### config.mk
export PLATFORM = sky130hd
export DESIGN_NAME = lce_cmd_top
export DESIGN_NICKNAME = d
export VERILOG_FILES = /design/src/rtl/cache_geom_pkg.sv /design/src/rtl/lce_msg_pkg.sv /design/src/rtl/mem_port_if.sv /design/src/rtl/lce_cmd_dispatch.sv /design/src/rtl/lce_cmd_top.sv /design/src/rtl/lce_init_sweep.sv /design/src/rtl/lce_writeback.sv
export SDC_FILE = /design/constraint.sdc
export NUM_CORES = 1
export LEC_CHECK = 0
export BUFFER_PORTS_ARGS = -buffer_cell sky130_fd_sc_hd__buf_2
export CORE_ASPECT_RATIO = 0.75
export CORE_MARGIN = 2
export CORE_UTILIZATION = 46
export DETAILED_ROUTE_END_ITERATION = 8
export PLACE_DENSITY_LB_ADDON = 0.1
export SYNTH_ARGS = -nofsm -noshare
export SYNTH_HDL_FRONTEND = slang
export SYNTH_SLANG_ARGS = --single-unit
### constraint.sdc
create_clock -name clk_i -period 8.8 [get_ports clk_i]
set_clock_uncertainty 0.1 [all_clocks]
set_input_delay 1.32 -clock clk_i [delete_from_list [all_inputs] [get_ports clk_i]]
set_output_delay 1.32 -clock clk_i [all_outputs]
set_load 0.05 [all_outputs]
### src/rtl/cache_geom_pkg.sv
// geometry is fixed at 64 sets of 8 ways with 64-bit blocks and a 22-bit physical address
`default_nettype none

package cache_geom_pkg;

  localparam int SETS               = 64;
  localparam int WAYS               = 8;
  localparam int BLOCK_WIDTH        = 64;
  localparam int PADDR_WIDTH        = 22;
  localparam int BLOCK_OFFSET_WIDTH = 3;
  localparam int INDEX_WIDTH        = 6;
  localparam int WAY_WIDTH          = 3;
  // address bits above the set index
  localparam int TAG_WIDTH          = PADDR_WIDTH - INDEX_WIDTH - BLOCK_OFFSET_WIDTH;

  typedef enum logic [1:0] {
    COH_I,
    COH_S,
    COH_E,
    COH_M
  } coh_state_e;

  typedef enum logic [1:0] {
    TAG_OP_SET_CLEAR,
    TAG_OP_SET_TAG,
    TAG_OP_INVALIDATE
  } tag_op_e;

  typedef enum logic [1:0] {
    STAT_OP_SET_CLEAR,
    STAT_OP_READ,
    STAT_OP_CLEAR_DIRTY
  } stat_op_e;

  typedef struct packed {
    logic [INDEX_WIDTH-1:0] index;
    logic [WAY_WIDTH-1:0]   way;
    logic [TAG_WIDTH-1:0]   tag;
    coh_state_e             state;
    tag_op_e                op;
  } tag_pkt_s;

  typedef struct packed {
    logic [INDEX_WIDTH-1:0] index;
    logic [WAY_WIDTH-1:0]   way;
    stat_op_e               op;
  } stat_pkt_s;

  // data memory is only read here
  typedef struct packed {
    logic [INDEX_WIDTH-1:0] index;
    logic [WAY_WIDTH-1:0]   way;
  } data_pkt_s;

  typedef struct packed {
    logic [WAYS-1:0] dirty;
  } stat_info_s;

endpackage

`default_nettype wire

### src/rtl/lce_msg_pkg.sv
// message formats for two directory controllers; address and way widths come from cache_geom_pkg
`default_nettype none

package lce_msg_pkg;

  localparam int NUM_CCE      = 2;
  localparam int CCE_ID_WIDTH = 1;
  localparam int LCE_ID_WIDTH = 2;

  typedef enum logic [2:0] {
    CMD_SYNC,
    CMD_SET_CLEAR,
    CMD_SET_TAG,
    CMD_SET_TAG_WAKEUP,
    CMD_INVALIDATE_TAG,
    CMD_WRITEBACK
  } lce_cmd_type_e;

  typedef enum logic [1:0] {
    RESP_SYNC_ACK,
    RESP_INV_ACK,
    RESP_WB,
    RESP_NULL_WB
  } lce_resp_type_e;

  typedef struct packed {
    lce_cmd_type_e                          msg_type;
    logic [CCE_ID_WIDTH-1:0]                src_id;
    logic [cache_geom_pkg::WAY_WIDTH-1:0]   way;
    logic [cache_geom_pkg::PADDR_WIDTH-1:0] addr;
    cache_geom_pkg::coh_state_e             state;
  } lce_cmd_s;

  typedef struct packed {
    lce_resp_type_e                         msg_type;
    logic [LCE_ID_WIDTH-1:0]                src_id;
    logic [CCE_ID_WIDTH-1:0]                dst_id;
    logic [cache_geom_pkg::PADDR_WIDTH-1:0] addr;
    logic [cache_geom_pkg::BLOCK_WIDTH-1:0] data;
  } lce_resp_s;

endpackage

`default_nettype wire

### src/rtl/mem_port_if.sv
// requester raises v only while ready is high; rdata is valid the cycle after an accepted read
`default_nettype none

interface mem_port_if #(
  parameter type pkt_t   = logic,
  parameter type rdata_t = logic
) ();

  logic   v;
  logic   ready;
  pkt_t   pkt;
  rdata_t rdata;

  modport requester (
    output v,
    output pkt,
    input  ready,
    input  rdata
  );

  modport memory (
    input  v,
    input  pkt,
    output ready,
    output rdata
  );

endinterface

`default_nettype wire

### src/rtl/lce_cmd_dispatch.sv
// syncs are acked only before ready; in ready state the command input stays held until done
`default_nettype none

module lce_cmd_dispatch (
  input  logic                                clk_i,
  input  logic                                reset_i,
  input  logic [lce_msg_pkg::LCE_ID_WIDTH-1:0] lce_id_i,
  input  lce_msg_pkg::lce_cmd_s               lce_cmd_i,
  input  logic                                lce_cmd_v_i,
  output logic                                lce_cmd_yumi_o,
  output lce_msg_pkg::lce_resp_s              lce_resp_o,
  output logic                                lce_resp_v_o,
  input  logic                                lce_resp_yumi_i,
  mem_port_if.requester                       tag_port,
  mem_port_if.requester                       stat_port,
  mem_port_if.requester                       data_port,
  output logic                                lce_ready_o,
  output logic                                set_tag_received_o,
  output logic                                set_tag_wakeup_received_o
);

  import cache_geom_pkg::*;
  import lce_msg_pkg::*;

  typedef enum logic [1:0] {
    ST_SWEEP,
    ST_SYNC,
    ST_READY
  } state_e;

  state_e                  state_r, state_n;
  logic [CCE_ID_WIDTH-1:0] sync_cnt_r, sync_cnt_n;
  logic                    inv_sent_r, inv_sent_n;

  logic      sweep_done, sweep_sel, wb_sel;
  logic      own_tag_v, own_stat_v, own_resp_v, cmd_yumi;
  tag_op_e   own_tag_op;
  tag_pkt_s  own_tag_pkt;
  stat_pkt_s own_stat_pkt;
  lce_resp_s own_resp, wb_resp;
  logic      wb_resp_v;

  mem_port_if #(.pkt_t(tag_pkt_s), .rdata_t(logic)) sweep_tag_if ();
  mem_port_if #(.pkt_t(stat_pkt_s), .rdata_t(stat_info_s)) sweep_stat_if ();
  mem_port_if #(.pkt_t(stat_pkt_s), .rdata_t(stat_info_s)) wb_stat_if ();
  mem_port_if #(.pkt_t(data_pkt_s), .rdata_t(logic [BLOCK_WIDTH-1:0])) wb_data_if ();

  lce_init_sweep i_sweep (
    .clk_i    (clk_i),
    .reset_i  (reset_i),
    .tag_port (sweep_tag_if),
    .stat_port(sweep_stat_if),
    .done_o   (sweep_done)
  );

  lce_writeback i_wb (
    .clk_i      (clk_i),
    .reset_i    (reset_i),
    .lce_id_i   (lce_id_i),
    .start_i    (wb_sel),
    .cmd_i      (lce_cmd_i),
    .stat_port  (wb_stat_if),
    .data_port  (wb_data_if),
    .resp_o     (wb_resp),
    .resp_v_o   (wb_resp_v),
    .resp_yumi_i(lce_resp_yumi_i)
  );

  // port owner follows the state and the pending command
  assign sweep_sel = (state_r == ST_SWEEP);
  assign wb_sel    = (state_r == ST_READY) & lce_cmd_v_i & (lce_cmd_i.msg_type == CMD_WRITEBACK);

  always_comb begin
    state_n                   = state_r;
    sync_cnt_n                = sync_cnt_r;
    inv_sent_n                = inv_sent_r;
    cmd_yumi                  = 1'b0;
    own_resp_v                = 1'b0;
    own_tag_v                 = 1'b0;
    own_tag_op                = TAG_OP_SET_CLEAR;
    own_stat_v                = 1'b0;
    set_tag_received_o        = 1'b0;
    set_tag_wakeup_received_o = 1'b0;

    if (state_r == ST_SWEEP) begin
      if (sweep_done) begin
        state_n = ST_SYNC;
      end
    end else begin
      case (lce_cmd_i.msg_type)
        CMD_SYNC: begin
          if (state_r == ST_SYNC) begin
            own_resp_v = lce_cmd_v_i;
            cmd_yumi   = lce_cmd_v_i & lce_resp_yumi_i;
            if (cmd_yumi) begin
              sync_cnt_n = sync_cnt_r + 1'b1;
              if (sync_cnt_r == CCE_ID_WIDTH'(NUM_CCE - 1)) begin
                state_n = ST_READY;
              end
            end
          end
        end
        CMD_SET_CLEAR: begin
          own_tag_v  = lce_cmd_v_i & tag_port.ready & stat_port.ready;
          own_stat_v = own_tag_v;
          cmd_yumi   = own_tag_v;
        end
        CMD_SET_TAG, CMD_SET_TAG_WAKEUP: begin
          if (state_r == ST_READY) begin
            own_tag_op = TAG_OP_SET_TAG;
            own_tag_v  = lce_cmd_v_i & tag_port.ready;
            cmd_yumi   = own_tag_v;
            set_tag_received_o        = own_tag_v & (lce_cmd_i.msg_type == CMD_SET_TAG);
            set_tag_wakeup_received_o = own_tag_v & (lce_cmd_i.msg_type == CMD_SET_TAG_WAKEUP);
          end
        end
        CMD_INVALIDATE_TAG: begin
          if (state_r == ST_READY) begin
            own_tag_op = TAG_OP_INVALIDATE;
            // one tag write, then hold the ack until taken
            own_tag_v  = lce_cmd_v_i & tag_port.ready & ~inv_sent_r;
            own_resp_v = inv_sent_r | own_tag_v;
            cmd_yumi   = own_resp_v & lce_resp_yumi_i;
            inv_sent_n = (inv_sent_r | own_tag_v) & ~cmd_yumi;
          end
        end
        CMD_WRITEBACK: begin
          cmd_yumi = wb_sel & wb_resp_v & lce_resp_yumi_i;
        end
        default: begin
          cmd_yumi = 1'b0;
        end
      endcase
    end
  end

  always_comb begin
    own_tag_pkt.index = lce_cmd_i.addr[BLOCK_OFFSET_WIDTH +: INDEX_WIDTH];
    own_tag_pkt.way   = lce_cmd_i.way;
    own_tag_pkt.tag   = lce_cmd_i.addr[BLOCK_OFFSET_WIDTH + INDEX_WIDTH +: TAG_WIDTH];
    own_tag_pkt.state = (own_tag_op == TAG_OP_SET_TAG) ? lce_cmd_i.state : COH_I;
    own_tag_pkt.op    = own_tag_op;

    own_stat_pkt.index = lce_cmd_i.addr[BLOCK_OFFSET_WIDTH +: INDEX_WIDTH];
    own_stat_pkt.way   = lce_cmd_i.way;
    own_stat_pkt.op    = STAT_OP_SET_CLEAR;

    own_resp.msg_type = (lce_cmd_i.msg_type == CMD_SYNC) ? RESP_SYNC_ACK : RESP_INV_ACK;
    own_resp.src_id   = lce_id_i;
    own_resp.dst_id   = lce_cmd_i.src_id;
    own_resp.addr     = lce_cmd_i.addr;
    own_resp.data     = '0;
  end

  assign sweep_tag_if.ready  = sweep_sel & tag_port.ready;
  assign sweep_tag_if.rdata  = tag_port.rdata;
  assign sweep_stat_if.ready = sweep_sel & stat_port.ready;
  assign sweep_stat_if.rdata = stat_port.rdata;
  assign wb_stat_if.ready    = wb_sel & stat_port.ready;
  assign wb_stat_if.rdata    = stat_port.rdata;
  assign wb_data_if.ready    = wb_sel & data_port.ready;
  assign wb_data_if.rdata    = data_port.rdata;

  assign tag_port.v    = sweep_sel ? sweep_tag_if.v : own_tag_v;
  assign tag_port.pkt  = sweep_sel ? sweep_tag_if.pkt : own_tag_pkt;
  assign stat_port.v   = sweep_sel ? sweep_stat_if.v : (wb_sel ? wb_stat_if.v : own_stat_v);
  assign stat_port.pkt = sweep_sel ? sweep_stat_if.pkt
                                   : (wb_sel ? wb_stat_if.pkt : own_stat_pkt);
  assign data_port.v   = wb_data_if.v;
  assign data_port.pkt = wb_data_if.pkt;

  assign lce_resp_v_o   = wb_sel ? wb_resp_v : own_resp_v;
  assign lce_resp_o     = wb_sel ? wb_resp : own_resp;
  assign lce_cmd_yumi_o = cmd_yumi;
  // registered sweep level, up the cycle after the last set
  assign lce_ready_o    = sweep_done;

  always_ff @(posedge clk_i) begin
    if (reset_i) begin
      state_r    <= ST_SWEEP;
      sync_cnt_r <= '0;
      inv_sent_r <= 1'b0;
    end else begin
      state_r    <= state_n;
      sync_cnt_r <= sync_cnt_n;
      inv_sent_r <= inv_sent_n;
    end
  end

endmodule

`default_nettype wire

### src/rtl/lce_cmd_top.sv
// plain-port wrapper; tag read data is not used and memories must return reads one cycle later
`default_nettype none

module lce_cmd_top (
  input  logic                                   clk_i,
  input  logic                                   reset_i,
  input  logic [lce_msg_pkg::LCE_ID_WIDTH-1:0]    lce_id_i,
  input  lce_msg_pkg::lce_cmd_s                  lce_cmd_i,
  input  logic                                   lce_cmd_v_i,
  output logic                                   lce_cmd_yumi_o,
  output lce_msg_pkg::lce_resp_s                 lce_resp_o,
  output logic                                   lce_resp_v_o,
  input  logic                                   lce_resp_yumi_i,
  output cache_geom_pkg::tag_pkt_s               tag_pkt_o,
  output logic                                   tag_pkt_v_o,
  input  logic                                   tag_pkt_ready_i,
  output cache_geom_pkg::stat_pkt_s              stat_pkt_o,
  output logic                                   stat_pkt_v_o,
  input  logic                                   stat_pkt_ready_i,
  input  cache_geom_pkg::stat_info_s             stat_info_i,
  output cache_geom_pkg::data_pkt_s              data_pkt_o,
  output logic                                   data_pkt_v_o,
  input  logic                                   data_pkt_ready_i,
  input  logic [cache_geom_pkg::BLOCK_WIDTH-1:0] data_rd_i,
  output logic                                   lce_ready_o,
  output logic                                   set_tag_received_o,
  output logic                                   set_tag_wakeup_received_o
);

  import cache_geom_pkg::*;

  mem_port_if #(.pkt_t(tag_pkt_s), .rdata_t(logic)) tag_if ();
  mem_port_if #(.pkt_t(stat_pkt_s), .rdata_t(stat_info_s)) stat_if ();
  mem_port_if #(.pkt_t(data_pkt_s), .rdata_t(logic [BLOCK_WIDTH-1:0])) data_if ();

  assign tag_pkt_o      = tag_if.pkt;
  assign tag_pkt_v_o    = tag_if.v;
  assign tag_if.ready   = tag_pkt_ready_i;
  assign tag_if.rdata   = 1'b0;

  assign stat_pkt_o     = stat_if.pkt;
  assign stat_pkt_v_o   = stat_if.v;
  assign stat_if.ready  = stat_pkt_ready_i;
  assign stat_if.rdata  = stat_info_i;

  assign data_pkt_o     = data_if.pkt;
  assign data_pkt_v_o   = data_if.v;
  assign data_if.ready  = data_pkt_ready_i;
  assign data_if.rdata  = data_rd_i;

  lce_cmd_dispatch i_dispatch (
    .clk_i                    (clk_i),
    .reset_i                  (reset_i),
    .lce_id_i                 (lce_id_i),
    .lce_cmd_i                (lce_cmd_i),
    .lce_cmd_v_i              (lce_cmd_v_i),
    .lce_cmd_yumi_o           (lce_cmd_yumi_o),
    .lce_resp_o               (lce_resp_o),
    .lce_resp_v_o             (lce_resp_v_o),
    .lce_resp_yumi_i          (lce_resp_yumi_i),
    .tag_port                 (tag_if),
    .stat_port                (stat_if),
    .data_port                (data_if),
    .lce_ready_o              (lce_ready_o),
    .set_tag_received_o       (set_tag_received_o),
    .set_tag_wakeup_received_o(set_tag_wakeup_received_o)
  );

endmodule

`default_nettype wire

### src/rtl/lce_init_sweep.sv
// clears one set per cycle only when tag and status memories are both ready; done holds until reset
`default_nettype none

module lce_init_sweep (
  input  logic          clk_i,
  input  logic          reset_i,
  mem_port_if.requester tag_port,
  mem_port_if.requester stat_port,
  output logic          done_o
);

  import cache_geom_pkg::*;

  logic [INDEX_WIDTH-1:0] set_cnt_r;
  logic                   done_r;
  logic                   issue;

  // both memories take the same set together
  assign issue = ~reset_i & ~done_r & tag_port.ready & stat_port.ready;

  assign tag_port.v  = issue;
  assign stat_port.v = issue;

  always_comb begin
    tag_port.pkt.index = set_cnt_r;
    tag_port.pkt.way   = '0;
    tag_port.pkt.tag   = '0;
    tag_port.pkt.state = COH_I;
    tag_port.pkt.op    = TAG_OP_SET_CLEAR;

    stat_port.pkt.index = set_cnt_r;
    stat_port.pkt.way   = '0;
    stat_port.pkt.op    = STAT_OP_SET_CLEAR;
  end

  always_ff @(posedge clk_i) begin
    if (reset_i) begin
      set_cnt_r <= '0;
      done_r    <= 1'b0;
    end else if (issue) begin
      set_cnt_r <= set_cnt_r + 1'b1;
      // last set accepted
      if (set_cnt_r == INDEX_WIDTH'(SETS - 1)) begin
        done_r <= 1'b1;
      end
    end
  end

  assign done_o = done_r;

endmodule

`default_nettype wire

### src/rtl/lce_writeback.sv
// cmd_i must stay stable while start_i is high; all phase flags clear when the response is consumed
`default_nettype none

module lce_writeback (
  input  logic                                clk_i,
  input  logic                                reset_i,
  input  logic [lce_msg_pkg::LCE_ID_WIDTH-1:0] lce_id_i,
  input  logic                                start_i,
  input  lce_msg_pkg::lce_cmd_s               cmd_i,
  mem_port_if.requester                       stat_port,
  mem_port_if.requester                       data_port,
  output lce_msg_pkg::lce_resp_s              resp_o,
  output logic                                resp_v_o,
  input  logic                                resp_yumi_i
);

  import cache_geom_pkg::*;
  import lce_msg_pkg::*;

  logic [INDEX_WIDTH-1:0] index;
  logic                   stat_read_r;
  logic                   checked_r;
  logic                   data_read_r;
  logic                   buffered_r;
  logic                   cleared_r;
  logic                   dirty_r;
  logic [BLOCK_WIDTH-1:0] data_buf_r;
  logic                   stat_read_v;
  logic                   clear_v;
  logic                   done;

  assign index = cmd_i.addr[BLOCK_OFFSET_WIDTH +: INDEX_WIDTH];

  // status read first, clear-dirty only after the block read went out
  assign stat_read_v = start_i & ~stat_read_r & stat_port.ready;
  assign clear_v     = start_i & checked_r & dirty_r & data_read_r & ~cleared_r & stat_port.ready;

  assign stat_port.v = stat_read_v | clear_v;
  assign data_port.v = start_i & checked_r & dirty_r & ~data_read_r & data_port.ready;

  always_comb begin
    stat_port.pkt.index = index;
    stat_port.pkt.way   = cmd_i.way;
    stat_port.pkt.op    = stat_read_r ? STAT_OP_CLEAR_DIRTY : STAT_OP_READ;

    data_port.pkt.index = index;
    data_port.pkt.way   = cmd_i.way;
  end

  // clean lines answer as soon as the dirty bit is known
  assign resp_v_o = start_i & checked_r & (~dirty_r | (buffered_r & cleared_r));
  assign done     = resp_v_o & resp_yumi_i;

  always_comb begin
    resp_o.msg_type = dirty_r ? RESP_WB : RESP_NULL_WB;
    resp_o.src_id   = lce_id_i;
    resp_o.dst_id   = cmd_i.src_id;
    resp_o.addr     = cmd_i.addr;
    resp_o.data     = dirty_r ? data_buf_r : '0;
  end

  always_ff @(posedge clk_i) begin
    if (reset_i || done) begin
      stat_read_r <= 1'b0;
      checked_r   <= 1'b0;
      data_read_r <= 1'b0;
      buffered_r  <= 1'b0;
      cleared_r   <= 1'b0;
    end else begin
      if (stat_read_v) begin
        stat_read_r <= 1'b1;
      end
      // status data arrives one cycle after the read
      if (stat_read_r & ~checked_r) begin
        checked_r <= 1'b1;
      end
      if (data_port.v) begin
        data_read_r <= 1'b1;
      end
      if (data_read_r & ~buffered_r) begin
        buffered_r <= 1'b1;
      end
      if (clear_v) begin
        cleared_r <= 1'b1;
      end
    end
  end

  always_ff @(posedge clk_i) begin
    if (stat_read_r & ~checked_r) begin
      dirty_r <= stat_port.rdata.dirty[cmd_i.way];
    end
    if (data_read_r & ~buffered_r) begin
      data_buf_r <= data_port.rdata;
    end
  end

endmodule

`default_nettype wire

== Word level (Yosys, flattened, before mapping) ==
Index checks and enable logic that the tools add are counted.

* Reduce and logical (&&, ||, !) cells: 12
* Eq/ne operators: 10
* Bitwise logic cells: 47
* $add $sub $neg: 2
* Multiplexer cells: 43
* $lt $le $gt $ge: 1

{| class="wikitable"
|+ Operators by type and width
! operator !! number
|-
| 2-to-1 mux 91 bit || 1
|-
| 2-to-1 mux 64 bit || 1
|-
| bitwise AND 1 bit || 33
|-
| 2-to-1 mux 26 bit || 1
|-
| 2-to-1 mux 1 bit || 23
|-
| 2-to-1 mux 2 bit || 11
|-
| 2-to-1 mux 11 bit || 1
|-
| NOT 1 bit || 11
|-
| nonzero test 2 bit || 4
|-
| adder 6 x 1 -> 6 bit (second input constant) || 1
|-
| == test 3 x 2 -> 1 bit (second input constant) || 2
|-
| == test 3 bit (second input constant) || 2
|-
| == test 6 bit (second input constant) || 1
|-
| one-hot mux 1 bit (5 select lines) || 1
|-
| AND reduction 5 bit || 1
|-
| == test 2 x 1 -> 1 bit (second input constant) || 2
|-
| less-than comparator 3 x 4 -> 1 bit (second input constant) || 1
|-
| one-hot mux 2 bit (2 select lines) || 1
|-
| AND reduction 4 bit || 1
|-
| binary-select mux 1 bit (select 3 bit) || 1
|-
| == test 3 x 1 -> 1 bit (second input constant) || 1
|-
| logical NOT 3 bit || 1
|-
| OR 1 bit || 3
|-
| one-hot mux 1 bit (3 select lines) || 1
|-
| other kinds (9) || 9
|}

* Output and inout bits: 145
* Register bits: 81
* Bits of input ports: 112
* Logic and storage cells: 127

== Longest topological paths before layout ==
* Depth in word-level cells: 11
* Mapped depth: 6
* Depth with buffers taken out: 4

== Hierarchy ==
A second synthesis with hierarchy kept.

* Cell total of the unflattened synthesis: 504
* Area total of the unflattened synthesis: 5,185.0 um^2

{| class="wikitable"
|+ Modules (own cells, without submodules)
! module !! times used !! cells an instance !! area an instance (um^2) !! seq. area each (um^2)
|-
| lce_writeback || 1 || 215 || 3,001.6 || 2,052.0
|-
| lce_cmd_dispatch || 1 || 220 || 1,630.3 || 80.1
|-
| lce_init_sweep || 1 || 68 || 549.3 || 140.1
|-
| lce_cmd_top || 1 || 1 || 3.8 || 0.0
|}

== Worst setup path after synthesis ==
OpenSTA, ideal clock, no wires.

* Kind: input -> output
* Start: input port lce_cmd_i[29] in the netlist's numbering
* End: output port lce_cmd_yumi_o
* Cell stages on the path: 5
* Setup slack: 3,909 ps
* Data arrival time: 3,471 ps
* Required time: 7,380 ps
* Path buffers: 1
* Cell sequence: buf_2 > and4bb_2 > and3_4 > nor2_2 > a221oi_1

* Word-level cells in the longest chain between the ends: 8
* Elaborated cells between the ends (all ways): 14
* Those cells by class: eq/ne: 5; mux: 2; bitwise: 5; reduce/logical: 2

{| class="wikitable"
|+ RTL lines
! what !! line !! source
|-
| from (decl) || lce_cmd_top.sv:8 || <nowiki>input lce_msg_pkg::lce_cmd_s lce_cmd_i,</nowiki>
|-
| == test 3 bit || lce_cmd_dispatch.sv:71, lce_cmd_dispatch.sv:90 ||
|-
| bitwise AND 1 bit || lce_cmd_dispatch.sv:71 || <nowiki>assign wb_sel = (state_r == ST_READY) & lce_cmd_v_i & (lce_cmd_i.msg_type == CMD_WRITEBACK);</nowiki>
|-
| bitwise AND 1 bit (2 in series) || lce_writeback.sv:51 || <nowiki>assign resp_v_o = start_i & checked_r & (~dirty_r | (buffered_r & cleared_r));</nowiki>
|-
| bitwise AND 1 bit (2 in series) || lce_cmd_dispatch.sv:128 || <nowiki>cmd_yumi = wb_sel & wb_resp_v & lce_resp_yumi_i;</nowiki>
|-
| one-hot mux 1 bit (5 select lines) * || lce_cmd_dispatch.sv:90 || <nowiki>case (lce_cmd_i.msg_type)</nowiki>
|-
| 2-to-1 mux 1 bit * || lce_cmd_dispatch.sv:85 || <nowiki>if (state_r == ST_SWEEP) begin</nowiki>
|-
| to (decl) || lce_cmd_top.sv:10 || <nowiki>output logic lce_cmd_yumi_o,</nowiki>
|}

Mark *: on every way between the ends. The rest lies on a longest branch, timed or not.

== Final worst setup path ==
* Start: input port lce_cmd_i[29] in the netlist's numbering
* End: output port stat_pkt_v_o

* Word-level cells in the longest chain between the ends: 10
* Elaborated cells between the ends (all ways): 15
* Those cells by class: eq/ne: 2; mux: 3; bitwise: 10

{| class="wikitable"
|+ RTL lines
! what !! line !! source
|-
| == test 3 bit || lce_cmd_dispatch.sv:71 ||
|-
| bitwise AND 1 bit || lce_cmd_dispatch.sv:71 ||
|-
| bitwise AND 1 bit (5 in series) || lce_writeback.sv:36 || <nowiki>assign clear_v = start_i & checked_r & dirty_r & data_read_r & ~cleared_r & stat_port.ready;</nowiki>
|-
| OR 1 bit || lce_writeback.sv:38 || <nowiki>assign stat_port.v = stat_read_v | clear_v;</nowiki>
|-
| 2-to-1 mux 1 bit * (2 in series) || lce_cmd_dispatch.sv:166 || <nowiki>assign stat_port.v = sweep_sel ? sweep_stat_if.v : (wb_sel ? wb_stat_if.v : own_stat_v);</nowiki>
|-
| to (decl) || lce_cmd_top.sv:18 || <nowiki>output logic stat_pkt_v_o,</nowiki>
|}

Marks and branches as above.

==> impl_metrics.ini <==
[global_routing]
antenna_found_initial = 0
grt_pass1_wl_um = 14200
grt_pass1_vias = 2936
grt.total_usage_pct = 19.3
grt_max_degree = 70
grt_remaining_overflow = 0

[yosys]
synth.cell_area_um2 = 3920
synth-edff-count = 65
yosysWarnings = 0
yosysTopAreaCellShare_pct = 49.8
ys_top_cells_by_area = edfxtp_1 50%, and3_1 11%, buf_4 8.8%, dfxtp_1 8.2%, nor2b_1 2.9%
ys_types = 42
synth_area_per_cell_um2 = 12.1
yosysSeqAreaShare_pct = 57.9
synthFlopType = edfxtp_1
syn_nets = 437
async_flop_share_pct = 0
yosysTopAreaCell = edfxtp_1
synthCells = 324
synth_seq_cells = 81

[floorplan]
num_io_pins = 257
dieArea_um2 = 9290
rows = 29
core_um2 = 8380
initial_core_util_pct = 46.8
die_height_um = 84.0
die_x_um = 111

[timing]
period_share_pct = 54.1
finalSetupViolations = 0
fin_crit_ns = 4.76
tightest_slew_ns = 1.15
hold_viol_final = 0
final_max_slew_viol_count = 0
relSlewSlack_pct = 22.9
rsz0062_at_grt = no
fmax_ghz = 0.210
hold-worst-slack_ns = 0.396
finalSetupTns_ns = 0

[worst_setup_path]
r2r_cells = 4
worstSetupPathType = input pin to output pin
end_kind = output pin
crit_arrival_ns = 3.34
cp_data_required_time_ns = 7.38
worstPathMaxFanout = 69
reg2reg_slack_ns = 6.73
r2r_end = i_dispatch.i_wb.stat_read_r
startpoint_type = input pin
reg2reg_from = i_dispatch.state_r[1]

[cells_and_area]
drive_above_1_share_pct = 54.0
num_antenna_cells = 0
layout.nets = 630
area_delta_synth_final_pct = 32.7

[clock_tree]
h-tree-depth = 3
cts_tree = yes
cts-root-buf = clkbuf_16
hold_buffers = 0
postCtsSetupRepairBufs = 0
clk_pin_slew_ns = 0.06
post_cts_resized = 0
cts.sinks = 81
numCtsBuffers = 9
clock_latency_ns = 0.32
cts.path.max_buffers = 2

[power_and_ir_drop]
power.density_nw_per_um2 = 169
p_leak_nw = 2.69
total_power_w = 0.000881
ir_worst_vdd_mv = 0.139

[routing]
route.detailed.drc = 0
wl_um = 9330
drt_iter0_drc = 115
antenna_left = 0
drt_first_pass_iters = 4
vias = 3122
viasPerCell = 4.96
wl_per_cell_um = 14.8

[status]
status = finished clean

[placed_design]
gp_congestion = 0.868
io_buffers = 244
dp_hpwl_um = 6830

[worst_hold_path]
hold_class = flip-flop to flip-flop
hold-path-cell-count = 2
min_to = i_dispatch.inv_sent_r
min_from = i_dispatch.inv_sent_r

[job]
drv_cap = 0
## kinds of logic (layout without fill, tap and decap cells)
group / after synthesis / after routing / synth area share [%]
XOR/XNOR: 6 / 6 / 1.34
adder cells (fa/ha/maj): 1 / 1 / 0.319
multiplexers: 9 / 9 / 3.16
buffers and inverters: 67 / 265 / 11.0
AND/OR/NAND/NOR: 139 / 139 / 22.6
flip-flops: 81 / 81 / 57.9
AO/OA/AOI/OAI: 21 / 21 / 3.67
## cells in the mapped netlist (4+ instances only)
cell type,n
and3_1,67
edfxtp_1,65
buf_4,46
nor2b_1,18
dfxtp_1,16
nor2_1,15
clkbuf_1,14
mux2_2,7
and2_1,6
xor2_1,6
buf_2,5
nand3_1,5
a21oi_1,4
a31oi_1,4
nand4_1,4
o21a_1,4
## cell usage in the layout (no fill, tap or decap), types with 3 or more instances in the layout
cell type,count
buf_2,244
and3_1,67
edfxtp_1,65
nor2b_1,18
dfxtp_1,16
nor2_1,14
clkbuf_16,9
mux2_2,7
and2_1,6
xor2_1,6
nand3_1,5
a21oi_1,4
a31oi_1,4
nand4_1,4
o21a_1,4
nor3b_1,3
nand2_1,3
clkinvlp_4,3
buf_4,3
## per-layer routing
metal | routed length (µm) | vias up | GRT usage (%)
met3 | 728 | 13 | 5.88
met5 | 0 | - | 0
met1 | 3960 | 1441 | 24.1
met2 | 4520 | 144 | 32.1
met4 | 125 | 0 | 6.48
li1 | - | 1524 | -
## registers in the layout, indices dropped and copies added (netlist names)
register and cells:
i_dispatch.i_sweep.set_cnt_r 6, i_dispatch.i_wb.data_read_r 1, i_dispatch.i_wb.buffered_r 1, i_dispatch.i_wb.cleared_r 1, i_dispatch.i_wb.data_buf_r 64, i_dispatch.i_sweep.done_o 1, i_dispatch.i_wb.stat_read_r 1, i_dispatch.inv_sent_r 1
i_dispatch.i_wb.checked_r 1, i_dispatch.i_wb.dirty_r 1, i_dispatch.state_r 2, i_dispatch.sync_cnt_r 1
## area by class of cell
type	instances	area, µm²
multi-input cells	176	1230
clock inverters	6	91.3
well taps	108	135
clock buffers	10	229
flip-flops and latches	81	2270
fillers	719	3180
inverters	2	7.51
repair buffers	247	1240
## worst max path at each step
stage / from / end / slack (ns) / depth (start not counted)
5_1_grt: lce_cmd_i[29] / stat_pkt_v_o / 3.90 / 6
6_report: lce_cmd_i[29] / stat_pkt_v_o / 4.04 / 6
4_1_cts: lce_cmd_i[29] / stat_pkt_v_o / 4.07 / 6
3_3_place_gp: lce_cmd_i[29] / stat_pkt_v_o / 4.08 / 6
3_5_place_dp: lce_cmd_i[29] / stat_pkt_v_o / 4.08 / 6
2_1_floorplan: lce_cmd_i[29] / lce_cmd_yumi_o / 3.91 / 5
## per-stage QoR
step           std cells  cell area [µm²]  utilization [%]  setup slack [ns]
6_report             630             5210             62.1              4.04
5_1_grt              630             5210             62.1              3.90
4_1_cts              630             5210             62.1              4.07
3_5_place_dp         614             4890             58.3              4.08
3_3_place_gp         614             4890             58.3              4.08
2_1_floorplan        324             3920                -              3.91
## critical path, stage by stage
cell	delay, ns
buf_2	0.17
nand3b_1	0.23
nor2_4	0.88
a31oi_1	0.17
o21ai_0	0.25
buf_2	0.31
## where the power goes
group	total [W]	leakage [nW]	internal (W)	switching, W
logic	0.0000731	1.83	0.0000267	0.0000464
clock network	0.000395	0.145	0.000249	0.000145
registers	0.000414	0.713	0.000413	0.000000389
Power figures use the tool's default switching activity.
